$ cat src/hw/procPkg.sv
// Shared widths and encodings for the 16-bit core. Memory addresses use only the low 8 bits
package procPkg;

   localparam int dataW     = 16;
   localparam int regAddrW  = 3;
   localparam int opW       = 5;
   localparam int aluW      = 3;
   localparam int brW       = 2;
   localparam int addrW     = 8;
   localparam int imemDepth = 256;
   localparam int dmemDepth = 256;

   // Opcodes
   localparam logic [opW-1:0] opHalt = 5'b00000;
   localparam logic [opW-1:0] opNop  = 5'b00001;
   localparam logic [opW-1:0] opJ    = 5'b00100;
   localparam logic [opW-1:0] opAddi = 5'b01000;
   localparam logic [opW-1:0] opXori = 5'b01010;
   localparam logic [opW-1:0] opBeqz = 5'b01100;
   localparam logic [opW-1:0] opBnez = 5'b01101;
   localparam logic [opW-1:0] opSt   = 5'b10000;
   localparam logic [opW-1:0] opLd   = 5'b10001;
   localparam logic [opW-1:0] opSlbi = 5'b10010;
   localparam logic [opW-1:0] opLbi  = 5'b11000;

   // R-type shares the upper four opcode bits; op[0] is the top ALU code bit
   localparam logic [opW-2:0] opRtype  = 4'b1101;
   localparam logic [opW-1:0] opRtype0 = {opRtype, 1'b0};
   localparam logic [opW-1:0] opRtype1 = {opRtype, 1'b1};

   // ALU codes, equal to {op[0], funct} for R-type
   localparam logic [aluW-1:0] aluAdd  = 3'd0;
   localparam logic [aluW-1:0] aluSub  = 3'd1;
   localparam logic [aluW-1:0] aluXor  = 3'd2;
   localparam logic [aluW-1:0] aluAndn = 3'd3;
   localparam logic [aluW-1:0] aluSeq  = 3'd4;
   localparam logic [aluW-1:0] aluSlt  = 3'd5;

   // Branch conditions
   localparam logic [brW-1:0] brNone = 2'd0;
   localparam logic [brW-1:0] brEqz  = 2'd1;
   localparam logic [brW-1:0] brNez  = 2'd2;

   typedef struct packed {
      logic [opW-1:0]      op;
      logic [regAddrW-1:0] rs;
      logic [regAddrW-1:0] rt;
      logic [regAddrW-1:0] rd;
      logic [1:0]          funct;
   } rFmtT;

   // For lbi, slbi, branches and j the rd and imm fields form one 8-bit immediate
   typedef struct packed {
      logic [opW-1:0]      op;
      logic [regAddrW-1:0] rs;
      logic [regAddrW-1:0] rd;
      logic [4:0]          imm;
   } iFmtT;

   typedef union packed {
      rFmtT r;
      iFmtT i;
   } instrU;

endpackage
$ cat src/hw/memWb.sv
// Data memory with combinational read and the writeback select. Only the low 8 address bits are used
`timescale 1ns/1ps

module memWb (
   input  logic                       clk,
   input  logic [procPkg::dataW-1:0]  aluOut,
   input  logic [procPkg::dataW-1:0]  wrData,
   input  logic                       memRead,
   input  logic                       memWrite,
   input  logic                       memToReg,
   output logic [procPkg::dataW-1:0]  writeData
);

   logic [procPkg::dataW-1:0] dmem [0:procPkg::dmemDepth-1];
   logic [procPkg::addrW-1:0] addr;
   logic [procPkg::dataW-1:0] readData;

   assign addr = aluOut[procPkg::addrW-1:0];

   always_ff @(posedge clk) begin
      if (memWrite) begin
         dmem[addr] <= wrData;
      end
   end

   // Read port idles at zero outside loads
   assign readData = memRead ? dmem[addr] : '0;

   assign writeData = memToReg ? readData : aluOut;

endmodule

$ cat config.mk
export PLATFORM = sky130hd
export DESIGN_NAME = memWb
export DESIGN_NICKNAME = d
export VERILOG_FILES = /design/src/hw/procPkg.sv /design/src/hw/memWb.sv
export SDC_FILE = /design/constraint.sdc
export NUM_CORES = 2
export LEC_CHECK = 0
export BUFFER_PORTS_ARGS = -buffer_cell sky130_fd_sc_hd__buf_4
export CAP_MARGIN = 20
export CORE_ASPECT_RATIO = 1.5
export CORE_MARGIN = 8
export CORE_UTILIZATION = 68
export DETAILED_ROUTE_END_ITERATION = 16
export PLACE_DENSITY_LB_ADDON = 0.08
export SYNTH_ARGS = -nofsm -noshare
export SYNTH_HDL_FRONTEND = slang
export SYNTH_SLANG_ARGS = --single-unit
export TNS_END_PERCENT = 5
$ cat constraint.sdc
create_clock -name clk -period 11.3 [get_ports clk]
set_clock_uncertainty 0.2 [all_clocks]
set_input_delay 2.26 -clock clk [delete_from_list [all_inputs] [get_ports clk]]
set_output_delay 2.26 -clock clk [all_outputs]
set_load 0.05 [all_outputs]
==> results.md <==
- Status: complete, no violations
- Critical Path Slowest Stage Cell: a211oi_1
- CTS Sinks: 4096
- DRT antenna net count: 0
- CP Class: in -> out
- Total die area: ~0.25 sq mm
- Most area-consuming cells after synthesis: edfxtp_1 78%, mux4_2 10%, mux2i_1 4.8%
- Nets@finish: 7905
- Vias in the first global route: 79575
- Cell Pwr Density: between 150 and 200 mW/mm^2
- CTS tree: built
- WL met3: approximately 46000 microns
- Setup TNS: 0 ns
- Unrepaired setup endpoints after global routing: false
- Input/output buffers: between 50 and 60
- Lkg Pwr: roughly 57 nW
- Cell Area, Synth: 0.158 sq mm
- Area Overhead vs Synth: 10.9%
- FILL cells: 12574
- Starting Density: 0.684
- Setup crit end kind: output pin
- Ys Warns: 0
- Commonest non-fill, non-tap cell in the layout: edfxtp_1
- Total gr overflow: 0
- Max cap viols: 0
- First-pass GRT wire length: 602000 microns
- Share of flip-flops with an asynchronous set or reset: 0
- H-tree levels: 5
- Die width: 409 microns
- CTS clk-pin slew, worst paths: 0.06 ns
- Worst slew margin: 0.0319
- WL per Instance: between 30 and 40 microns
- Worst VDD drop: 0.150 mV
- Clock root cell: clkbuf_16
- Routability Congestion: between 0.9 and 1
- DR vias/cell: 7.19
- Average cell area after synthesis: between 20 and 25 sq um
- Finish-stage setup viols: 0
- Max Used Layer: met5
- M1 WL: 142000 microns
- Maximum number of pins on one net before global-route repair: approximately 170
- Gr usage total: 0.344
- CTS resizes: 0
- Hpwl dp: around 260000 microns
- Hold WS: approximately 1.7 ns
- Slowest cell delay on critical path: approximately 0.9 ns
- Share of post-route cells with drive strength above 1: 0.224
- Post-synth top flop: edfxtp_1
- Yosys reg bits: 4096
- Total Wirelength: between 400000 and 500000 microns
- Final Cycle Share: 0.860
- Hold_buf cts: 0
- Cell variety after synth: 58
- CTS Buffer Depth: 4
- Most frequent cells in the layout: 4096 x edfxtp_1, 765 x mux2i_1, 705 x mux4_2, 429 x buf_4, 367 x clkbuf_16
- Type of origin of the critical path: input pin
- Seq/Total Area, Yosys: 0.779
- Worst slew pin tran: between 1 and 1.5 ns
- Final Hold Fails: 0
- Data required time of the critical path: ~9 ns
- Arr. time, crit path: between 7 and 8 ns
- Biggest regs: dmem (4096)
- Syn nets: approximately 7500
- Core Area: 0.231 sq mm
- Critical Path Fanout Max: 34
- Post-route DRC: 0
- Top-area cell type share of the netlist area: 0.779
- Row count: approximately 220
- Initial antenna violation count: 23
- Syn Inst Count: around 7500
- First-pass detailed-route iteration total: 8
- Max reg flops: a little over 4000
- Crit path time final: 9.72 ns
- Crit path cell chain: buf_4 > buf_4 > nor2b_4 > buf_4 > and3_1 > buf_4 > a21boi_0 > o2111ai_1 > nor3_1 > buf_4 > o211a_1 > a211oi_1 > buf_4
- Final Max Slew Viols: 0
- Vias: approximately 80000
- Post-synth EDFFs: 4096
- Die Span Y: 606 microns
- Num CTS Buffers: 358
- Critical path's most frequent cell: buf_4
- Post-CTS setup buffers: 0
- I/O pins: 52
- Leading area contributor after synthesis: edfxtp_1
- FMAX: between 0.1 and 0.15 GHz
- Biggest register: dmem
- Class of the worst hold path: in -> reg
- Starting DRT DRC Count: approximately 11000
- Met2 wire length: about 210000 microns
cell usage after synthesis (14+ instances only):
cell         n
a211oi_1    20
nor4_1      22
nand2_1    156
nand3_1     92
a211o_1     14
edfxtp_1  4096
or4_1       30
o211a_1     14
mux2_2      33
a31oi_1     45
nor3_1      48
nand4_1     32
o22ai_1    223
mux2i_1    765
o21ai_0     55
a221oi_1    78
nor2_1     244
nand2b_1    21
clkbuf_1   165
a22oi_1    168
o211ai_1    14
buf_6       53
a21oi_1     63
mux4_2     705
a32oi_1     14
buf_4       76
buf_1       23
buf_2      136
kinds of logic after synthesis:
| kind of cell | share of synthesized area |
|---|---|
| flip-flops | 0.779 |
| AO/OA/AOI/OAI | 0.0326 |
| buffers and inverters | 0.0164 |
| AND/OR/NAND/NOR | 0.0207 |
| multiplexers | 0.151 |
metrics by stage:
| step | instance area (sq um) | setup slack, ns | cells | util | total power, mW |
|---|---|---|---|---|---|
| after floorplan | 158000 | 3.79 | 7485 | - | 17.9 |
| after global placement | 163000 | 1.82 | 10545 | 0.708 | 18.6 |
| after detailed placement | 164000 | 1.89 | 10558 | 0.709 | 18.6 |
| after CTS | 175000 | 1.87 | 11189 | 0.759 | 30.6 |
| after global routing | 175000 | 1.75 | 11193 | 0.759 | 31.2 |
| final | 175000 | 1.58 | 11199 | 0.759 | 30.6 |
report_power, final:
group	switching (mW)	internal, mW
clock network	5.32	6.94
logic	1.08	0.476
registers	0.00792	16.7
layout make-up:
| cell class | instances | area (sq um) | area share |
|---|---|---|---|
| sequential | 4096 | 123000 | 0.702 |
| clock buffer | 429 | 9420 | 0.0538 |
| inverter | 3 | 15.0 | 0.0000857 |
| clock inverter | 202 | 2120 | 0.0121 |
| multi-input combinational | 2931 | 32700 | 0.187 |
| antenna | 7 | 17.5 | 0.000100 |
| timing repair buffer | 479 | 4050 | 0.0231 |
| tap | 3052 | 3820 | 0.0218 |
metal layers:
metal / vias to the layer above / global-route usage
met5: - / 0
li1: 32079 / -
met1: 41899 / 0.436
met3: 1051 / 0.0681
met2: 5467 / 0.558
met4: 16 / 0.208
worst paths after layout:
| check | slack (ns) | start | depth (start not counted) | end |
|---|---|---|---|---|
| worst min-delay path | 1.66 | wrData[12] | 1 | dmem[129][12]$_DFFE_PP_ |
| worst max-delay path | 1.58 | aluOut[5] | 13 | writeData[0] |
critical path, delay by kind of cell:
kind | cells | cell delay, ns
compound gates | 4 | 1.49
buf+inv | 6 | 2.61
simple gates | 3 | 0.77
No activity file was read; power rests on OpenSTA's default activity.
