**src/hw/procPkg.sv**
```systemverilog
// Shared widths and encodings for the 16-bit core. Memory addresses use only the low 8 bits
package procPkg;

   localparam int dataW     = 16;
   localparam int regAddrW  = 3;
   localparam int opW       = 5;
   localparam int aluW      = 3;
   localparam int brW       = 2;
   localparam int addrW     = 8;
   localparam int imemDepth = 256;
   localparam int dmemDepth = 256;

   // Opcodes
   localparam logic [opW-1:0] opHalt = 5'b00000;
   localparam logic [opW-1:0] opNop  = 5'b00001;
   localparam logic [opW-1:0] opJ    = 5'b00100;
   localparam logic [opW-1:0] opAddi = 5'b01000;
   localparam logic [opW-1:0] opXori = 5'b01010;
   localparam logic [opW-1:0] opBeqz = 5'b01100;
   localparam logic [opW-1:0] opBnez = 5'b01101;
   localparam logic [opW-1:0] opSt   = 5'b10000;
   localparam logic [opW-1:0] opLd   = 5'b10001;
   localparam logic [opW-1:0] opSlbi = 5'b10010;
   localparam logic [opW-1:0] opLbi  = 5'b11000;

   // R-type shares the upper four opcode bits; op[0] is the top ALU code bit
   localparam logic [opW-2:0] opRtype  = 4'b1101;
   localparam logic [opW-1:0] opRtype0 = {opRtype, 1'b0};
   localparam logic [opW-1:0] opRtype1 = {opRtype, 1'b1};

   // ALU codes, equal to {op[0], funct} for R-type
   localparam logic [aluW-1:0] aluAdd  = 3'd0;
   localparam logic [aluW-1:0] aluSub  = 3'd1;
   localparam logic [aluW-1:0] aluXor  = 3'd2;
   localparam logic [aluW-1:0] aluAndn = 3'd3;
   localparam logic [aluW-1:0] aluSeq  = 3'd4;
   localparam logic [aluW-1:0] aluSlt  = 3'd5;

   // Branch conditions
   localparam logic [brW-1:0] brNone = 2'd0;
   localparam logic [brW-1:0] brEqz  = 2'd1;
   localparam logic [brW-1:0] brNez  = 2'd2;

   typedef struct packed {
      logic [opW-1:0]      op;
      logic [regAddrW-1:0] rs;
      logic [regAddrW-1:0] rt;
      logic [regAddrW-1:0] rd;
      logic [1:0]          funct;
   } rFmtT;

   // For lbi, slbi, branches and j the rd and imm fields form one 8-bit immediate
   typedef struct packed {
      logic [opW-1:0]      op;
      logic [regAddrW-1:0] rs;
      logic [regAddrW-1:0] rd;
      logic [4:0]          imm;
   } iFmtT;

   typedef union packed {
      rFmtT r;
      iFmtT i;
   } instrU;

endpackage
```
**src/hw/fetch.sv**
```systemverilog
// PC and instruction memory. The program is loaded only while run is low and a nop is issued then
`timescale 1ns/1ps

module fetch (
   input  logic                         clk,
   input  logic                         rstN,
   input  logic                         run,
   input  logic                         loadEn,
   input  logic [procPkg::addrW-1:0]    loadAddr,
   input  logic [procPkg::dataW-1:0]    loadData,
   input  logic                         halt,
   input  logic                         pcSrc,
   input  logic [procPkg::dataW-1:0]    pcNew,
   output procPkg::instrU               instr,
   output logic [procPkg::dataW-1:0]    pcInc
);

   logic [procPkg::dataW-1:0] pc;
   logic [procPkg::dataW-1:0] imem [0:procPkg::imemDepth-1];

   // Load port
   always_ff @(posedge clk) begin
      if (loadEn && !run) begin
         imem[loadAddr] <= loadData;
      end
   end

   always_ff @(posedge clk) begin
      if (!rstN) begin
         pc <= '0;
      end else if (!run) begin
         pc <= '0;
      end else if (!halt) begin
         pc <= pcSrc ? pcNew : pcInc;
      end
   end

   assign pcInc = pc + 1;

   // Keep the datapath quiet during loading
   always_comb begin
      if (run) begin
         instr = imem[pc[procPkg::addrW-1:0]];
      end else begin
         instr = {procPkg::opNop, {(procPkg::dataW - procPkg::opW){1'b0}}};
      end
   end

endmodule

```
**config.mk**
```make
export PLATFORM = sky130hd
export DESIGN_NAME = fetch
export DESIGN_NICKNAME = d
export VERILOG_FILES = /design/src/hw/procPkg.sv /design/src/hw/fetch.sv
export SDC_FILE = /design/constraint.sdc
export NUM_CORES = 2
export LEC_CHECK = 0
export BUFFER_PORTS_ARGS = -buffer_cell sky130_fd_sc_hd__buf_2
export CORE_MARGIN = 2
export CORE_UTILIZATION = 55
export DETAILED_ROUTE_END_ITERATION = 10
export GPL_ROUTABILITY_DRIVEN = 0
export MAX_ROUTING_LAYER = met4
export PLACE_DENSITY = 0.78
export SLEW_MARGIN = 40
export SYNTH_ARGS = -nofsm -noshare
export SYNTH_HDL_FRONTEND = slang
export SYNTH_SLANG_ARGS = --single-unit
```
**constraint.sdc**
```tcl
create_clock -name clk -period 8.6 [get_ports clk]
set_input_delay 1.72 -clock clk [delete_from_list [all_inputs] [get_ports clk]]
set_output_delay 1.72 -clock clk [all_outputs]
set_load 0.02 [all_outputs]
```
==> impl_summary.txt <==
----------------------------------------------------
[Status]
  Result of the run ... completed

[Clock tree]
  Cts-stage hold buffer count ... 0
  Number of clock sinks seen by CTS ... 4,120
  Buffer type at the clock tree root ... clkbuf_16
  Htree depth ... 5
  Inserted Clock Buffers ... 396
  CTS clock-pin slew for the worst setup and hold paths ... 60 ps
  Clock latency at the later pin of the worst-skew pair ... 960 ps
  Number of buffers on the longest clock path ... 4
  Resize count post-CTS ... 0
  Post-CTS setup buffers ... 0
  TritonCTS clock tree ... done

[Power and ir drop]
  Switching part of the total power ... 21.2%
  Total leakage power ... 53.9 nW
  Fraction of power consumed by sequential logic ... 53.9%
  Internal power component ... 32.3 mW
  Net Switching ... 8.70 mW
  Overall power ... 41.0 mW
  Power density of the placed cells ... 230 nW/µm²
  Peak supply drop ... 0.166 mV
  Portion of total power attributed to combinational logic ... 3.7%
  Clock power frac ... 42.3%

[Timing]
  Normalized max-slew margin ... 32.4%
  Final hold violation count ... 0
  Setup-violating endpoint count in the final report ... 0
  Fmax ... 0.132 GHz
  Count of pins over their slew limit ... 0
  Total negative slack for setup checks ... 0 ps
  Maximum clock skew at final layout ... 41.2 ps
  Actual slew at the worst max-slew pin ... 1010 ps
  Share of the clock period used by the worst path ... 87.8%
  Shortest period the worst path allows ... 7550 ps
  RSZ-0062 raised after global routing ... false

[Floorplanning]
  Die Height ... 541 µm
  Width of the chip ... 541 µm
  Starting density of the core ... 55.2%
  Cell Rows ... 197
  DIE AREA ... 293,000 µm²
  Core ar. ... 287,000 µm²
  Top Ports ... 78

[Routing]
  First drt pass iteration count ... 9
  DRT iter0 DRCs ... 14,700
  Drt drc ... 0
  Wirelength, routed ... 437 mm
  Routed len/inst ... 36.3 µm
  Mean number of vias per cell ... 6.97
  Count of vias placed by the detailed router ... 83,814
  Antenna Nets Post-Route ... 0

[Critical path]
  Signal arrival time at the worst endpoint ... 5830 ps
  Category of the worst setup path capture point ... primary output
  Critical path data required time ... 6880 ps
  Kind of start point of the critical path ... flop
  Max FO, Critical Path ... 43
  Critical path type ... flop to primary output

[Final layout]
  Signed area change from the synthesized netlist to the final layout ... 12.5%
  Fraction of final layout cells sized beyond drive strength 1 ... 23.9%
  Fill cell count ... 18,166
  Area taken by multi-input logic gates ... 32,800 µm²
  Layout Utilization ... 62.1%
  Final instance area ... 179,000 µm²
  Sequential cell area ... 123,000 µm²
  Final layout net count ... 7,945

[Worst hold path]
  Min-Delay Path Class ... flop to flop

[Placed design]
  Sum of net half-perimeters after detailed placement ... 249 mm
  Placed Instance Area ... 165,000 µm²
  Number of input and output port buffers inserted ... 77

[Yosys]
  Synthesis Warnings ... 0
  Most instantiated flip-flop cell in the synthesis netlist ... edfxtp_1
  Share of synthesized registers carrying an async set or reset ... 0%
  Post-Syn Nets ... 7,492
  Number of cells produced by synthesis ... 7,445
  Part of the Yosys area used for sequential elements ... 77.8%
  Number of distinct standard cells referenced by the synthesized netlist ... 54
  Number of enable flip-flop cells after synthesis ... 4,096
  Synthesis-stage register bit count ... 4,120
  Mean instance size in the synthesized netlist ... 21.3 µm²
  Area of the mapped netlist ... 159,000 µm²

[Job]
  Max-Cap Viols ... 0

[Global routing]
  GRT Residual Overflow ... 0
  Maximum number of pins on one net before global-route repair ... 183
  Number of global-route vias before repair ... 82,168
  Total global-route track usage ... 30.4%
  First-pass GRT wire length ... 613 mm
  Initial antenna violation count ... 27

----------------------------------------------------
-- path summary, 6_finish.rpt --
kind | startpoint | endpoint | slack [ps] | cells after the start
worst max-delay path | flop | instr[12] | 1050 | 7
worst min-delay path | pc[14] | pc[14] | 530 | 2
worst max register to register | pc[0] | flop | 6230 | 6
worst min register to register | pc[14] | pc[14] | 530 | 2
-- state kept, by name, indices dropped and copies added (netlist names), named ones only --
name and count:
pc 16, imem 4096
-- worst max-delay path, cell delays in order, from the launching register on --
cell	delay, ps
dfxtp_4	550
nor2b_4	780
buf_4	670
a22oi_1	350
a31oi_2	580
nand4_1	650
o22ai_1	790
buf_2	300
-- per-stage QoR --
step / hold WS (ps) / std cells / setup WS [ps]
6_report: 526 / 12022 / 1050
3_3_place_gp: 481 / 11262 / 1530
3_5_place_dp: 509 / 11268 / 2020
5_1_grt: 555 / 12017 / 1060
2_1_floorplan: 467 / 7445 / 4100
4_1_cts: 517 / 11986 / 1030
-- Yosys cell counts, types with 49 or more instances --
library cell / number / area, µm²
nor2_1: 301 / 1130
o22ai_1: 199 / 1240
buf_2: 80 / 400
mux4_2: 785 / 17700
nand2_1: 59 / 221
clkbuf_1: 221 / 830
buf_6: 96 / 1080
edfxtp_1: 4096 / 123000
o221ai_1: 237 / 2080
nand3_1: 73 / 365
mux2i_1: 529 / 5300
a21oi_1: 143 / 716
a22oi_1: 111 / 833
o21ai_0: 99 / 495
nor3_1: 49 / 245
-- power groups by stage --
stage,logic (mW),clock network [mW],registers [mW]
6_report,1.53,17.4,22.1
5_1_grt,1.58,18.1,22.1
4_1_cts,1.48,17.4,22.1
3_5_place_dp,1.46,0,22.5
3_3_place_gp,1.40,0,22.5
2_1_floorplan,0.775,0,22.5
-- logic make-up (layout without fill, tap and decap cells) --
logic type                 Yosys count  in the layout  synth area share [%]
adders and majority gates            1              1               0.00789
muxes                             1318           1318                  14.5
other                                0             23                     0
xor gates and xnor gates            14             14                0.0773
DFF                               4120           4120                  77.8
AOI/OAI and AO/OA                  910            910                  4.01
and+or+nand+nor                    619            619                  1.80
buffers and inverters              463           1236                  1.76
-- metal layers --
metal	up-vias	wire, µm	track usage, %	part of all wire, %
li1	32493	-	-	-
met1	42957	144000	39.2	33
met2	7188	202000	45.0	46
met3	1176	63300	7.94	14
met4	0	27000	15.7	6.2
met5	-	0	-	0
-- layout by cell type (no fill, tap or decap), types with 11 or more instances in the layout --
| cell type | count |
|---|---|
| edfxtp_1 | 4096 |
| mux4_2 | 785 |
| mux2i_1 | 529 |
| clkbuf_16 | 399 |
| buf_4 | 369 |
| nor2_1 | 276 |
| o221ai_1 | 237 |
| o22ai_1 | 196 |
| a21oi_1 | 141 |
| a22oi_1 | 111 |
| clkbuf_1 | 85 |
| o21ai_0 | 80 |
| clkinv_2 | 77 |
| nand3_1 | 70 |
| clkinv_1 | 69 |
| buf_2 | 61 |
| nand2_1 | 56 |
| nor3_1 | 43 |
| nand4_1 | 42 |
| bufinv_16 | 37 |
| buf_12 | 36 |
| a211oi_1 | 26 |
| a22o_1 | 24 |
| diode_2 | 23 |
| nor2_2 | 20 |
| a221oi_1 | 19 |
| dfxtp_1 | 19 |
| buf_6 | 17 |
| o21ai_1 | 16 |
| clkinv_16 | 16 |
| a31oi_1 | 15 |
| nor2b_1 | 14 |
| clkinvlp_4 | 14 |
| clkbuf_8 | 13 |
| and3_1 | 12 |
| nand2b_1 | 11 |
| buf_16 | 11 |
-- layout make-up --
| cell class | count | share of cell area (%) |
|---|---|---|
| clock inverter | 234 | 1.46 |
| inverter | 6 | 0.0154 |
| timing repair buffer | 512 | 2.54 |
| multi-input combinational | 2862 | 18.4 |
| sequential | 4120 | 69.2 |
| clock buffer | 484 | 5.77 |
| antenna | 23 | 0.0322 |
| tap | 3781 | 2.65 |
(Power assumes the default switching activity.)
