### src/hw/procPkg.sv
// Shared widths and encodings for the 16-bit core. Memory addresses use only the low 8 bits
package procPkg;

   localparam int dataW     = 16;
   localparam int regAddrW  = 3;
   localparam int opW       = 5;
   localparam int aluW      = 3;
   localparam int brW       = 2;
   localparam int addrW     = 8;
   localparam int imemDepth = 256;
   localparam int dmemDepth = 256;

   // Opcodes
   localparam logic [opW-1:0] opHalt = 5'b00000;
   localparam logic [opW-1:0] opNop  = 5'b00001;
   localparam logic [opW-1:0] opJ    = 5'b00100;
   localparam logic [opW-1:0] opAddi = 5'b01000;
   localparam logic [opW-1:0] opXori = 5'b01010;
   localparam logic [opW-1:0] opBeqz = 5'b01100;
   localparam logic [opW-1:0] opBnez = 5'b01101;
   localparam logic [opW-1:0] opSt   = 5'b10000;
   localparam logic [opW-1:0] opLd   = 5'b10001;
   localparam logic [opW-1:0] opSlbi = 5'b10010;
   localparam logic [opW-1:0] opLbi  = 5'b11000;

   // R-type shares the upper four opcode bits; op[0] is the top ALU code bit
   localparam logic [opW-2:0] opRtype  = 4'b1101;
   localparam logic [opW-1:0] opRtype0 = {opRtype, 1'b0};
   localparam logic [opW-1:0] opRtype1 = {opRtype, 1'b1};

   // ALU codes, equal to {op[0], funct} for R-type
   localparam logic [aluW-1:0] aluAdd  = 3'd0;
   localparam logic [aluW-1:0] aluSub  = 3'd1;
   localparam logic [aluW-1:0] aluXor  = 3'd2;
   localparam logic [aluW-1:0] aluAndn = 3'd3;
   localparam logic [aluW-1:0] aluSeq  = 3'd4;
   localparam logic [aluW-1:0] aluSlt  = 3'd5;

   // Branch conditions
   localparam logic [brW-1:0] brNone = 2'd0;
   localparam logic [brW-1:0] brEqz  = 2'd1;
   localparam logic [brW-1:0] brNez  = 2'd2;

   typedef struct packed {
      logic [opW-1:0]      op;
      logic [regAddrW-1:0] rs;
      logic [regAddrW-1:0] rt;
      logic [regAddrW-1:0] rd;
      logic [1:0]          funct;
   } rFmtT;

   // For lbi, slbi, branches and j the rd and imm fields form one 8-bit immediate
   typedef struct packed {
      logic [opW-1:0]      op;
      logic [regAddrW-1:0] rs;
      logic [regAddrW-1:0] rd;
      logic [4:0]          imm;
   } iFmtT;

   typedef union packed {
      rFmtT r;
      iFmtT i;
   } instrU;

endpackage
### src/hw/decode.sv
// Opcode decode and the register file. Unknown opcodes and unused R-type functions raise err
`timescale 1ns/1ps

module decode (
   input  logic                          clk,
   input  logic                          rstN,
   input  procPkg::instrU                instr,
   input  logic [procPkg::dataW-1:0]     writeData,
   output logic [procPkg::dataW-1:0]     read1Data,
   output logic [procPkg::dataW-1:0]     read2Data,
   output logic [procPkg::dataW-1:0]     immVal,
   output logic [procPkg::aluW-1:0]      aluOp,
   output logic                          aluSrc,
   output logic                          lbi,
   output logic                          slbi,
   output logic [procPkg::brW-1:0]       branchCtl,
   output logic                          jump,
   output logic                          memRead,
   output logic                          memWrite,
   output logic                          memToReg,
   output logic                          regWrite,
   output logic [procPkg::regAddrW-1:0]  writeReg,
   output logic                          halt,
   output logic                          err
);

   logic [procPkg::dataW-1:0]    regs [0:2**procPkg::regAddrW-1];
   logic [procPkg::regAddrW-1:0] read2Addr;
   logic [7:0]                   imm8;
   logic [procPkg::dataW-1:0]    sImm5;
   logic [procPkg::dataW-1:0]    sImm8;
   logic [procPkg::dataW-1:0]    zImm8;
   logic [procPkg::aluW-1:0]     rFunct;

   // Immediate views of the I-format word
   assign imm8   = {instr.i.rd, instr.i.imm};
   assign sImm5  = {{(procPkg::dataW - 5){instr.i.imm[4]}}, instr.i.imm};
   assign sImm8  = {{(procPkg::dataW - 8){imm8[7]}}, imm8};
   assign zImm8  = {{(procPkg::dataW - 8){1'b0}}, imm8};
   assign rFunct = {instr.r.op[0], instr.r.funct};

   always_comb begin
      immVal    = sImm5;
      aluOp     = procPkg::aluAdd;
      aluSrc    = 1'b0;
      lbi       = 1'b0;
      slbi      = 1'b0;
      branchCtl = procPkg::brNone;
      jump      = 1'b0;
      memRead   = 1'b0;
      memWrite  = 1'b0;
      memToReg  = 1'b0;
      regWrite  = 1'b0;
      writeReg  = instr.i.rd;
      read2Addr = instr.i.rd;
      halt      = 1'b0;
      err       = 1'b0;
      case (instr.i.op)
         procPkg::opHalt: halt = 1'b1;
         procPkg::opNop: ;
         procPkg::opAddi: begin
            aluSrc   = 1'b1;
            regWrite = 1'b1;
         end
         procPkg::opXori: begin
            aluOp    = procPkg::aluXor;
            aluSrc   = 1'b1;
            regWrite = 1'b1;
         end
         procPkg::opLbi: begin
            lbi      = 1'b1;
            immVal   = sImm8;
            writeReg = instr.i.rs;
            regWrite = 1'b1;
         end
         procPkg::opSlbi: begin
            slbi     = 1'b1;
            immVal   = zImm8;
            writeReg = instr.i.rs;
            regWrite = 1'b1;
         end
         procPkg::opLd: begin
            aluSrc   = 1'b1;
            memRead  = 1'b1;
            memToReg = 1'b1;
            regWrite = 1'b1;
         end
         // Store data comes from rd through the second read port
         procPkg::opSt: begin
            aluSrc   = 1'b1;
            memWrite = 1'b1;
         end
         procPkg::opBeqz: begin
            branchCtl = procPkg::brEqz;
            immVal    = sImm8;
         end
         procPkg::opBnez: begin
            branchCtl = procPkg::brNez;
            immVal    = sImm8;
         end
         procPkg::opJ: begin
            jump   = 1'b1;
            immVal = sImm8;
         end
         procPkg::opRtype0, procPkg::opRtype1: begin
            aluOp     = rFunct;
            read2Addr = instr.r.rt;
            writeReg  = instr.r.rd;
            if (rFunct > procPkg::aluSlt) begin
               err = 1'b1;
            end else begin
               regWrite = 1'b1;
            end
         end
         default: err = 1'b1;
      endcase
   end

   // Register file
   always_ff @(posedge clk) begin
      if (!rstN) begin
         for (int k = 0; k < 2**procPkg::regAddrW; k++) begin
            regs[k] <= '0;
         end
      end else if (regWrite) begin
         regs[writeReg] <= writeData;
      end
   end

   assign read1Data = regs[instr.i.rs];
   assign read2Data = regs[read2Addr];

endmodule

### config.mk
export PLATFORM = sky130hd
export DESIGN_NAME = decode
export DESIGN_NICKNAME = d
export VERILOG_FILES = /design/src/hw/procPkg.sv /design/src/hw/decode.sv
export SDC_FILE = /design/constraint.sdc
export NUM_CORES = 1
export LEC_CHECK = 0
export BUFFER_PORTS_ARGS = -buffer_cell sky130_fd_sc_hd__buf_4
export CAP_MARGIN = 10
export CORE_UTILIZATION = 53
export CTS_CLUSTER_SIZE = 40
export DETAILED_ROUTE_END_ITERATION = 7
export PLACE_DENSITY = 0.77
export SYNTH_ARGS = -nofsm -noshare
export SYNTH_HDL_FRONTEND = slang
export SYNTH_SLANG_ARGS = --single-unit
### constraint.sdc
create_clock -name clk -period 2.6 [get_ports clk]
set_clock_uncertainty 0.15 [all_clocks]
set_input_delay 0.13 -clock clk [delete_from_list [all_inputs] [get_ports clk]]
set_output_delay 0.13 -clock clk [all_outputs]
set_load 0.02 [all_outputs]
==> out/results.ini <==
[pwr]
ir_drop_mv=0.458
pwr_density_cell_nw_per_um2=631
p_leak_uw=0.00358

[logic_synthesis]
synth_top_family_by_area=multiplexers
yosys.area_share.simple=0.182
synth_fp_nets=550
synth_compound_area_frac=0.0265
synth-seq-cells=128
synthAdderAreaFrac=0
yosysWarnings=0
netlist_instances=516
synth.distinct_cells=38
synth_area_sq_um=7330
ys_seq_area_frac=0.525
synth-xor-area-share=0.00120
synth_area_per_cell_sq_um=14.2
yosys-mux-area-fraction=0.226

[setup_path]
critPathMaxStageDelay_ns=0.49
crit_chain=mux4_2 > mux2_2 > buf_4
critPathBufInv=1
crit_arrival_ns=1.77
worstSetupPathDepth=3
setup.worst_path.start=regs[0][4]$_SDFFCE_PN0P_
worst_ep_required_time_ns=2.32
crit_family=multiplexers
critPathCaptureType=primary output
endpoint=read1Data[4]
critPathSlowestCell=mux4_2
critPathKind=reg2out
critPathMaxFanout=2
start_kind=flip-flop

[cells_and_area]
fin_cells=816
ff_latch_area_sq_um=3840
synthToLayoutAreaGrowth_pct=23.4
fin_nets=661
multi_input_area_sq_um=3190
drive_above_1_share=0.403
regMostFlops=regs
diodes=0
fin_area_sq_um=9040
reg_top3=regs: 128 flops
largest_reg_flops=128
post-route-util=0.677
fillers=913

[global_routing]
grt_pass1_vias=5051
overflow=0
antenna_found_initial=0
grt_use_total=0.269
grt_max_degree=34
grt_first_pass_wirelength_um=28000

[routing]
dr.pass1.iters=5
highest_layer=met4
route.met3.wl_um=1420
routedWlPerCell_um=22.5
vias=5042
wl_met2_um=9540
final_antenna_net_count=0
viasPerCell=6.18
drc=0
drt_iter0_markers=482
met1Wirelength_um=6940
totalWireLength_um=18400

[timing]
finalSetupViolCount=0
fin_ws_ns=0.550
final_max_slew_viol_count=0
rsz0062_at_grt=no
finalCritPeriodShare=0.788
max_freq_mhz=488
worst_pin_slew_ns=0.560
finalHoldViolCount=0
setup_tns_ns=0
period_minus_slack_ns=2.05
slew_headroom=0.627

[clock_tree]
htreeDepth=4
cts_tree=done
post_cts_resized=0
cts_hold_buf=16
cts_root_buffer=clkbuf_16
clockBufferDepth=2
numCtsBuffers=17
cts.sinks=128
cts_setup_buffers=0
clk_pin_slew_ns=0.06

[placement]
finalWeightedCongestion=0.884
dp.cells=768
place_ws_ns=0.169
io_buffer_count=99
hpwl_um=11500
dpl_cell_area_sq_um=8310

[die]
die_width_um=120
rows=42
die-height_um=120
start_util=0.549
core_sq_um=13300
die_area_sq_um=14300
pin_count=100

[worst_hold_path]
hold_path_depth=3
hold_class=in2reg

[flow_run]
maxCapViolCount=0

[status]
status=complete, no violations

[tightest hold or removal path: cells and delay by family]
family                 cells  cell delay, ns
AND/OR/NAND/NOR            1            0.09
buffers and inverters      2            0.31
[cells in the final DEF (no fill, tap or decap), drive strengths merged]
cell	n
a21o	4
a21oi	4
a221oi	3
a311o	1
a31oi	2
and2	82
and3	51
buf	129
bufinv	2
clkbuf	18
clkinv	9
clkinvlp	1
dlygate4sd3	16
edfxtp	128
inv	10
mux2	18
mux2i	1
mux4	64
nand2	55
nand2b	8
nand4b	1
nor2	11
nor2b	2
nor3	2
nor3b	3
nor4	8
nor4b	1
nor4bb	1
o2111ai	1
o21ai	2
o22ai	1
xor2	1
[cell families (layout without fill, tap and decap cells)]
family,after synthesis,after routing
muxes,83,83
buffers and inverters,61,185
xor gates and xnor gates,1,1
AOI/OAI and AO/OA,18,18
and+or+nand+nor,225,225
DFF,128,128
[worst min-delay path by stage]
stage,from,to
floorplan,writeData[0],regs[1][0]$_SDFFCE_PN0P_
global placement,writeData[11],regs[7][11]$_SDFFCE_PN0P_
detailed placement,writeData[11],regs[3][11]$_SDFFCE_PN0P_
CTS,rstN,regs[5][0]$_SDFFCE_PN0P_
global route,rstN,regs[5][15]$_SDFFCE_PN0P_
finish,rstN,regs[5][3]$_SDFFCE_PN0P_
[power by group]
part	switching [uW]	total [uW]	internal [uW]
registers	65.5	2460	2400
clock network	867	2270	1410
logic	513	964	452
[metrics by stage]
stage                     power [uW]  hold WS (ns)
after CTS                       5710        0.0909
final                           5700         0.104
after floorplan                 3060         0.178
after detailed placement        3440         0.317
after global placement          3420         0.312
after global routing            5850         0.109
[synthesized netlist by cell type, drive strengths merged]
| master | count | share of area |
|---|---|---|
| edfxtp | 128 | 0.52 |
| and2 | 82 | 0.070 |
| mux4 | 64 | 0.20 |
| nand2 | 55 | 0.028 |
| and3 | 51 | 0.044 |
| buf | 29 | 0.023 |
| clkbuf | 24 | 0.012 |
| mux2 | 18 | 0.028 |
| nor2 | 11 | 0.0060 |
| nand2b | 8 | 0.0068 |
| nor4 | 8 | 0.016 |
| inv | 7 | 0.0039 |
| a21o | 4 | 0.0041 |
| a21oi | 4 | 0.0027 |
| a221oi | 3 | 0.011 |
| nor3b | 3 | 0.0046 |
| a31oi | 2 | 0.0017 |
| nor2b | 2 | 0.0017 |
| nor3 | 2 | 0.0014 |
| o21ai | 2 | 0.0014 |
| a311o | 1 | 0.0014 |
| clkinv | 1 | 0.00051 |
| mux2i | 1 | 0.0014 |
| nand4b | 1 | 0.0012 |
| nor4b | 1 | 0.0012 |
| nor4bb | 1 | 0.0014 |
| o2111ai | 1 | 0.0036 |
| o22ai | 1 | 0.00085 |
| xor2 | 1 | 0.0012 |
[area by class of cell]
type,count,area share
Timing Repair Buffer,145,0.130
Clock inverter,14,0.0155
Sequential cell,128,0.425
Inverter,8,0.00360
Clock buffer,18,0.0475
Tap cell,176,0.0244
Multi-Input combinational cell,327,0.353
[per-layer routing]
| metal | up-vias | GRT usage |
|---|---|---|
| met1 | 2556 | 0.337 |
| li1 | 2183 | - |
| met3 | 39 | 0.0551 |
| met4 | 0 | 0.120 |
| met5 | - | 0 |
| met2 | 264 | 0.453 |
Note: power is estimated with default switching activity, not from simulation.
