$ cat config.mk
export PLATFORM = sky130hd
export DESIGN_NAME = execute
export DESIGN_NICKNAME = d
export VERILOG_FILES = /design/src/hw/procPkg.sv /design/src/hw/execute.sv
export SDC_FILE = /design/constraint.sdc
export NUM_CORES = 1
export LEC_CHECK = 0
export BUFFER_PORTS_ARGS = -buffer_cell sky130_fd_sc_hd__buf_2
export CELL_PAD_IN_SITES_DETAIL_PLACEMENT = 1
export CELL_PAD_IN_SITES_GLOBAL_PLACEMENT = 1
export CORE_ASPECT_RATIO = 0.5
export CORE_UTILIZATION = 34
export DETAILED_ROUTE_END_ITERATION = 10
export PLACE_DENSITY_LB_ADDON = 0.1
export SLEW_MARGIN = 15
export SYNTH_ARGS = -nofsm -noshare
export SYNTH_HDL_FRONTEND = slang
export SYNTH_SLANG_ARGS = --single-unit
$ cat constraint.sdc
create_clock -name vclk -period 2.9
set_input_delay 0.145 -clock vclk [all_inputs]
set_output_delay 0.145 -clock vclk [all_outputs]
set_load 0.005 [all_outputs]
$ cat src/hw/procPkg.sv
// Shared widths and encodings for the 16-bit core. Memory addresses use only the low 8 bits
package procPkg;

   localparam int dataW     = 16;
   localparam int regAddrW  = 3;
   localparam int opW       = 5;
   localparam int aluW      = 3;
   localparam int brW       = 2;
   localparam int addrW     = 8;
   localparam int imemDepth = 256;
   localparam int dmemDepth = 256;

   // Opcodes
   localparam logic [opW-1:0] opHalt = 5'b00000;
   localparam logic [opW-1:0] opNop  = 5'b00001;
   localparam logic [opW-1:0] opJ    = 5'b00100;
   localparam logic [opW-1:0] opAddi = 5'b01000;
   localparam logic [opW-1:0] opXori = 5'b01010;
   localparam logic [opW-1:0] opBeqz = 5'b01100;
   localparam logic [opW-1:0] opBnez = 5'b01101;
   localparam logic [opW-1:0] opSt   = 5'b10000;
   localparam logic [opW-1:0] opLd   = 5'b10001;
   localparam logic [opW-1:0] opSlbi = 5'b10010;
   localparam logic [opW-1:0] opLbi  = 5'b11000;

   // R-type shares the upper four opcode bits; op[0] is the top ALU code bit
   localparam logic [opW-2:0] opRtype  = 4'b1101;
   localparam logic [opW-1:0] opRtype0 = {opRtype, 1'b0};
   localparam logic [opW-1:0] opRtype1 = {opRtype, 1'b1};

   // ALU codes, equal to {op[0], funct} for R-type
   localparam logic [aluW-1:0] aluAdd  = 3'd0;
   localparam logic [aluW-1:0] aluSub  = 3'd1;
   localparam logic [aluW-1:0] aluXor  = 3'd2;
   localparam logic [aluW-1:0] aluAndn = 3'd3;
   localparam logic [aluW-1:0] aluSeq  = 3'd4;
   localparam logic [aluW-1:0] aluSlt  = 3'd5;

   // Branch conditions
   localparam logic [brW-1:0] brNone = 2'd0;
   localparam logic [brW-1:0] brEqz  = 2'd1;
   localparam logic [brW-1:0] brNez  = 2'd2;

   typedef struct packed {
      logic [opW-1:0]      op;
      logic [regAddrW-1:0] rs;
      logic [regAddrW-1:0] rt;
      logic [regAddrW-1:0] rd;
      logic [1:0]          funct;
   } rFmtT;

   // For lbi, slbi, branches and j the rd and imm fields form one 8-bit immediate
   typedef struct packed {
      logic [opW-1:0]      op;
      logic [regAddrW-1:0] rs;
      logic [regAddrW-1:0] rd;
      logic [4:0]          imm;
   } iFmtT;

   typedef union packed {
      rFmtT r;
      iFmtT i;
   } instrU;

endpackage
$ cat src/hw/execute.sv
// ALU, immediate load path and branch resolution. Branch and jump targets are PC+1 plus immVal
`timescale 1ns/1ps

module execute (
   input  logic [procPkg::aluW-1:0]   aluOp,
   input  logic                       aluSrc,
   input  logic                       lbi,
   input  logic                       slbi,
   input  logic [procPkg::brW-1:0]    branchCtl,
   input  logic                       jump,
   input  logic [procPkg::dataW-1:0]  regData1,
   input  logic [procPkg::dataW-1:0]  regData2,
   input  logic [procPkg::dataW-1:0]  immVal,
   input  logic [procPkg::dataW-1:0]  pcInc,
   output logic [procPkg::dataW-1:0]  aluOut,
   output logic                       pcSrc,
   output logic [procPkg::dataW-1:0]  pcNew
);

   logic [procPkg::dataW-1:0] opB;
   logic [procPkg::dataW-1:0] aluRes;
   logic                      isZero;
   logic                      taken;

   assign opB = aluSrc ? immVal : regData2;

   always_comb begin
      case (aluOp)
         procPkg::aluAdd:  aluRes = regData1 + opB;
         procPkg::aluSub:  aluRes = regData1 - opB;
         procPkg::aluXor:  aluRes = regData1 ^ opB;
         procPkg::aluAndn: aluRes = regData1 & ~opB;
         procPkg::aluSeq: begin
            aluRes = {{(procPkg::dataW - 1){1'b0}}, regData1 == opB};
         end
         // Signed compare
         procPkg::aluSlt: begin
            aluRes = {{(procPkg::dataW - 1){1'b0}}, $signed(regData1) < $signed(opB)};
         end
         default:          aluRes = '0;
      endcase
   end

   // lbi passes the immediate, slbi shifts the old value up a byte
   always_comb begin
      if (lbi) begin
         aluOut = immVal;
      end else if (slbi) begin
         aluOut = (regData1 << 8) | immVal;
      end else begin
         aluOut = aluRes;
      end
   end

   assign isZero = (regData1 == '0);

   always_comb begin
      case (branchCtl)
         procPkg::brEqz: taken = isZero;
         procPkg::brNez: taken = !isZero;
         default:        taken = 1'b0;
      endcase
   end

   assign pcSrc = taken | jump;
   assign pcNew = pcInc + immVal;

endmodule

==> results of run 1 <==
-- cell usage after synthesis (9+ instances only) --
cell type,count
mux2i_1,17
a21oi_1,55
inv_1,40
a21o_1,9
nand2_1,40
clkbuf_1,10
nor2b_1,16
nor2_1,44
ha_1,48
xnor2_1,19
o21ai_0,26
-- report_power, final --
group | leakage (nW) | total (mW) | internal, mW | switching, mW
registers | 0 | 0 | 0 | 0
logic | 2.12 | 1.10 | 0.504 | 0.596
clock network | 0 | 0 | 0 | 0
total | 2.12 | 1.10 | 0.504 | 0.596
-- final timing paths --
path	start	endpoint	slack, ns	cells past startpoint
max	aluSrc	aluOut[9]	0.06	14
min	jump	pcSrc	0.54	3
-- final cells by class --
class                      count  area (um2)  area share [%]
multi-input combinational    426        3230            71.4
timing repair buffer         162         970            21.5
tap                          135         169            3.74
inverter                      41         154            3.40
-- critical path, stage by stage --
cell     delay [ns]
buf_6          0.11
buf_4          0.15
mux2i_4        0.19
inv_1          0.08
ha_1           0.24
inv_1          0.10
or3_1          0.41
a31oi_2        0.18
buf_4          0.17
a211o_1        0.18
a21oi_2        0.07
mux2_1         0.33
o31ai_2        0.17
buf_2          0.14
-- logic make-up (layout without fill, tap and decap cells) --
logic type,count (synthesis),count (layout)
compound gates,176,176
xor+xnor,25,25
fa+ha+maj,51,51
buf+inv,63,203
mux,19,19
simple gates,155,155
-- repair_timing --
item / in CTS / in global routing
endpoints found under the setup margin: 10 / 11
buffers inserted: 0 / 2
gates resized for setup: 9 / 38
pin swaps: 1 / 8
-- per-layer routing --
metal	part of all wire, %	track usage (%)
met1	50	40.7
met2	44	43.9
met3	5.2	1.87
met4	0.64	0.956
met5	0	0
==> impl_metrics.json, run 1 <==
{
  "fin_ws_ns": 0.0620,
  "drt-total-wl_um": 14600,
  "grt_pass1_wl_um": 21500,
  "dp_worst_setup_slack_ns": -0.163,
  "worstSetupPathType": "in -> out",
  "vias": 4284,
  "relSlewSlack_pct": 58.2,
  "ios": 106,
  "synth_fa_ha_area_share_pct": 20.0,
  "grt_pass1_vias": 3997,
  "post-route-util_pct": 47.9,
  "synth_area_leaders": "ha_1 18%, a21oi_1 8.3%, mux2i_1 5.1%",
  "seq_area_um2": 0,
  "drv_slew": 0,
  "min_path_type": "in -> out",
  "status": "complete, no violations",
  "synth_cells": 489,
  "firstDrtPassIters": 5,
  "cap_violations": 0,
  "synth_top_area_share_pct": 18.1,
  "fin_crit_sh_pct": 97.9,
  "synthesis.nets": 613,
  "synth-simple-area-share_pct": 23.1,
  "syn_avg_cell_area_um2": 6.77,
  "vdd_drop_max_uv": 76.7,
  "hold_slack_ns": 0.544,
  "place_hpwl_um": 12100,
  "fmax_mhz": 352,
  "ys_types": 71,
  "startpoint_type": "input pin",
  "synth-xor-area-share_pct": 6.61,
  "core_um2": 9450,
  "synth-compound-area-share_pct": 36.2,
  "dp.cells": 762,
  "layout_common_cells": "105 x buf_2, 55 x buf_4, 54 x a21oi_1, 42 x ha_1",
  "gp_congestion": 0.864,
  "die_x_um": 142,
  "start_util_pct": 35.0,
  "die_h_um": 71.8,
  "place_area_um2": 4310,
  "gr-total-overflow": 0,
  "synth.area.mux_share_pct": 6.16,
  "arrival_ns": 2.69,
  "antenna_found_initial": 0,
  "fillers": 1275,
  "grt_usage_pct": 27.0,
  "setup_tns_ns": 0,
  "setup_violations": 0,
  "clock_buffers": 0,
  "fin_total_pwr_mw": 1.10,
  "die-area_um2": 10200,
  "final_cells": 764,
  "drc": 0,
  "endpoint_kind": "output port",
  "n_antenna_cell": 0,
  "grt_max_degree": 35,
  "detail_route.iter0.violations": 194,
  "vias_per_cell": 5.61,
  "final_common_cell": "buf_2",
  "yosysWarnings": 0,
  "synth_top_family_by_area": "compound AO/OA/AOI/OAI gates",
  "finalCriticalPeriod_ns": 2.84,
  "nets": 755,
  "fin_area_um2": 4520,
  "tightest_slew_ns": 0.621,
  "ys_seq_area_share_pct": 0,
  "hold_viol_final": 0,
  "n_sequential_cell": 0,
  "cp.required_ns": 2.76,
  "p_per_area_nw_per_um2": 243,
  "num_rows": 25,
  "cp_max_fo": 4,
  "routedWlPerCell_um": 19.2,
  "io_buffers": 106,
  "p_leak_nw": 2.12,
  "areaGrowthSynthToFinish_pct": 36.5,
  "synth_area_um2": 3310,
  "cts_hold_buffers": 0,
  "layout-drive-gt1-share_pct": 33.5,
  "synth_top_cell_by_area": "ha_1",
  "detail-route-antenna-nets": 0
}
No activity file was read; power rests on OpenSTA's default activity.
==> inputs of run 2 (changes only) <==
Settings changed: ABC_CLOCK_PERIOD_IN_PS set to 2900, CELL_PAD_IN_SITES_DETAIL_PLACEMENT 1 to not set, CELL_PAD_IN_SITES_GLOBAL_PLACEMENT 1 to not set, CORE_UTILIZATION 34 to 49, PLACE_DENSITY set to 0.8, PLACE_DENSITY_LB_ADDON 0.1 to not set, RECOVER_POWER set to 25.
==> run 2 against run 1 <==
Net effect: final cell count shrank 8.9%; worst hold slack lost 0.00088 ns; clock-buffer cell count is the same; highest routed layer unchanged; maximum frequency shrank 0.75%; sequential share of layout area is the same; non-clock buffer count shrank 21.
==> impl_metrics.json, run 2 (synthesis gave the netlist of run 1 again) <==
{
  "grt_pass1_vias": 3566,
  "startpoint_type": "input pin",
  "ios": 106,
  "n_antenna_cell": 0,
  "drv_slew": 0,
  "vias_per_cell": 6.11,
  "nets": 734,
  "grt_max_degree": 38,
  "vdd_drop_max_uv": 106,
  "place_hpwl_um": 9470,
  "cpMaxStageDelayCell": "or3_4",
  "die-area_um2": 7110,
  "areaGrowthSynthToFinish_pct": 31.7,
  "fin_crit_sh_pct": 98.6,
  "dp.cells": 692,
  "cp.required_ns": 2.76,
  "final_common_cell": "buf_2",
  "worstSetupPathType": "in -> out",
  "n_sequential_cell": 0,
  "worst-path-buf-inv": 4,
  "cpPeakStageDelay_ns": 0.41,
  "io_buffers": 106,
  "tightest_slew_ns": 0.939,
  "gp_congestion": 0.978,
  "fmax_mhz": 350,
  "min_path_type": "in -> out",
  "clock_buffers": 0,
  "relSlewSlack_pct": 36.8,
  "hold_viol_final": 0,
  "cap_violations": 0,
  "grt_usage_pct": 30.4,
  "arrival_ns": 2.71,
  "hold-path-endpoint": "pcSrc",
  "detail-route-antenna-nets": 0,
  "die_x_um": 118,
  "layout_common_cells": "100 x buf_2, 53 x a21oi_1, 43 x nor2_1, 40 x nand2_1, 39 x ha_1",
  "seq_area_um2": 0,
  "status": "complete, no violations",
  "setup_violations": 0,
  "hold_start": "jump",
  "gr-total-overflow": 0,
  "finalCriticalPeriod_ns": 2.86,
  "post-route-util_pct": 69.4,
  "fin_total_pwr_mw": 1.04,
  "drt-total-wl_um": 12100,
  "critPathTopFamily": "compound AO/OA/AOI/OAI gates",
  "core_um2": 6280,
  "start_util_pct": 52.7,
  "path_common_cell": "inv_2",
  "p_leak_nw": 2.01,
  "p_per_area_nw_per_um2": 239,
  "routedWlPerCell_um": 17.3,
  "cp_max_fo": 4,
  "crit_chain": "buf_4, mux2i_4, inv_2, ha_4, inv_2, fa_2, nand3_2, a21oi_2, or3_4, o31a_1, a22o_1, a221oi_2, o22ai_1, buf_2",
  "drc": 0,
  "hold_depth": 3,
  "grt_pass1_wl_um": 17400,
  "layout-drive-gt1-share_pct": 30.6,
  "num_rows": 20,
  "final_cells": 696,
  "detail_route.iter0.violations": 481,
  "endpoint_kind": "output port",
  "cts_hold_buffers": 0,
  "vias": 4251,
  "antenna_found_initial": 0,
  "setup_tns_ns": 0,
  "firstDrtPassIters": 5,
  "die_h_um": 60.1
}
[run 2: cell types whose count changed in the layout (fill, tap and decap cells not counted), moves of 3 or more]
cell and delta:
ha_4 +3, buf_4 -24, nor2_1 +3, ha_1 -3
nor2_2 -3, buf_2 -5, clkbuf_1 +6
[run 2: repair_timing]
action / CTS / global route
setup buffers: 0 / 4
endpoints found under the setup margin: 6 / 10
pin swaps: 0 / 12
resized for setup: 3 / 47
[run 2: cell type report]
class,count,area (um2)
inverter,41,154
timing repair buffer,141,827
tap,88,110
multi-input combinational,426,3270
fill,544,1920
[run 2: per-stage QoR]
| step | cell area, um2 | setup slack, ns | hold slack, ns |
|---|---|---|---|
| floorplan | 3310 | 0.0444 | 0.382 |
| global placement | 4090 | -0.0516 | 0.539 |
| detailed placement | 4090 | -0.0643 | 0.541 |
| CTS | 4100 | 0.00197 | 0.546 |
| global route | 4360 | -0.0310 | 0.554 |
| finish | 4360 | 0.0406 | 0.543 |
[run 2: metal layers]
metal  vias to the layer above  track usage, %  share of wire, %
met5                         -               0                 0
met1                      1943            44.0                45
met4                         0            5.86               1.9
li1                       2035               -                 -
met2                       246            50.3                44
met3                        27            1.72               9.9
[run 2: report_power, final]
part	switching (mW)	total (mW)	internal, mW
combinational	0.567	1.04	0.476
clock	0	0	0
sequential	0	0	0
total	0.567	1.04	0.476
[run 2: tightest hold or removal path: stages]
cell   delay (ns)
buf_2        0.07
or3_1        0.08
buf_2        0.10
[run 2: how the worst max path moves through the flow]
stage | start | endpoint | slack, ns | cells after the start
finish | aluSrc | aluOut[10] | 0.04 | 14
global route | aluSrc | aluOut[10] | -0.03 | 14
floorplan | aluSrc | aluOut[10] | 0.04 | 12
CTS | aluSrc | aluOut[14] | 0.002 | 13
detailed placement | aluSrc | aluOut[14] | -0.06 | 13
global placement | aluSrc | aluOut[14] | -0.05 | 13
==> inputs of run 3 (changes only) <==
Settings changed: ABC_CLOCK_PERIOD_IN_PS 2900 to 2600, SLEW_MARGIN 15 to not set.
Clock period 2.9 ns to 2.6 ns, I/O delays scaled along.
==> run 3 against run 2 <==
Net effect: the run now ends with setup timing left; worst hold slack got worse by 0.028 ns; via count rose by 10%; critical path depth fell by 1; design area rose by 13%; utilization rose by 9.0 points; non-clock buffer count rose by 50; largest cell class unchanged; highest routed layer unchanged.
==> impl_metrics.json, run 3 (synthesis gave the netlist of run 1 again) <==
{
  "routedWlPerCell_um": 19.0,
  "min_path_type": "in -> out",
  "cts_hold_buffers": 0,
  "cap_violations": 0,
  "final_common_cell": "buf_2",
  "cp.required_ns": 2.47,
  "cp_max_fo": 3,
  "gr-total-overflow": 0,
  "detail_route.iter0.violations": 475,
  "die_h_um": 60.1,
  "cpPeakStageDelay_ns": 0.47,
  "finalCriticalPeriod_ns": 2.77,
  "setup_tns_ns": -0.625,
  "n_sequential_cell": 0,
  "areaGrowthSynthToFinish_pct": 48.8,
  "fillers": 428,
  "seq_area_um2": 0,
  "fin_total_pwr_mw": 1.37,
  "start_util_pct": 52.7,
  "p_leak_nw": 2.29,
  "failed_checks": "setup timing",
  "grt_pass1_wl_um": 19500,
  "layout-drive-gt1-share_pct": 41.5,
  "ios": 106,
  "die-area_um2": 7110,
  "fin_ws_ns": -0.171,
  "arrival_ns": 2.64,
  "worstSetupPathType": "in -> out",
  "endpoint_kind": "output port",
  "grt_pass1_vias": 3973,
  "vdd_drop_max_uv": 131,
  "io_buffers": 106,
  "grt_usage_pct": 34.7,
  "die_x_um": 118,
  "relSlewSlack_pct": 52.5,
  "firstDrtPassIters": 5,
  "multiInputGateArea_um2": 3460,
  "grt_max_degree": 38,
  "drc": 0,
  "tightest_slew_ns": 0.705,
  "n_antenna_cell": 0,
  "gp_congestion": 0.964,
  "fin_crit_sh_pct": 107,
  "place_hpwl_um": 10200,
  "drt-total-wl_um": 14200,
  "crit_chain": "buf_2, clkbuf_1, ha_1, inv_1, fa_2, nor2b_1, o21ai_2, a21oi_2, o41ai_4, o21ai_2, or4b_1, nand4b_1, buf_2",
  "fmax_mhz": 361,
  "cpMaxStageDelayCell": "or4b_1",
  "status": "finished, violations left",
  "layout_common_cells": "103 x buf_2, 80 x buf_4, 47 x a21oi_1, 40 x nor2_1, 40 x nand2_1",
  "setup_violations": 13,
  "clock_buffers": 0,
  "hold_viol_final": 0,
  "drv_slew": 0,
  "p_per_area_nw_per_um2": 279,
  "antenna_found_initial": 0,
  "grt_setup_unrepaired": "true",
  "worst-path-buf-inv": 4,
  "vias_per_cell": 6.30,
  "vias": 4697,
  "dp.cells": 736,
  "num_rows": 20,
  "detail-route-antenna-nets": 0,
  "hold_slack_ns": 0.514,
  "startpoint_type": "input pin",
  "nets": 784,
  "final_cells": 746,
  "critPathTopFamily": "compound AO/OA/AOI/OAI gates",
  "core_um2": 6280
}
run 3: path summary, 6_finish.rpt:
| check | startpoint | endpoint | slack (ns) | depth (start not counted) |
|---|---|---|---|---|
| max | immVal[0] | pcNew[14] | -0.17 | 13 |
| min | jump | pcSrc | 0.51 | 3 |
run 3: area by class of cell:
cell class,instances,area share (%)
inverters,41,3.12
multi-input cells,426,70.3
well taps,88,2.23
repair buffers,191,24.4
run 3: where the power goes:
part	leakage (nW)	internal (mW)	total (mW)	switching, mW
combinational	2.29	0.655	1.37	0.718
clock	0	0	0	0
sequential	0	0	0	0
total	2.29	0.655	1.37	0.718
run 3: timing repair:
action                                 CTS  global route
pin swaps                               17            20
endpoints found under the hold margin    0             0
setup endpoints to repair               10            12
resized for setup                       44            54
buffers inserted                         4             6
run 3: per-layer routing:
metal / track usage (%) / wire [um]
met5: 0 / 0
met4: 7.14 / 527
met3: 7.06 / 1580
met2: 57.7 / 6210
met1: 46.8 / 5850
run 3: stage by stage:
step / utilization, % / setup slack [ns] / instance area (um2)
floorplan: - / -0.0169 / 3320
global placement: 70.1 / -0.283 / 4410
detailed placement: 70.1 / -0.314 / 4410
CTS: 73.8 / -0.0401 / 4630
global route: 78.4 / -0.251 / 4930
finish: 78.4 / -0.171 / 4930
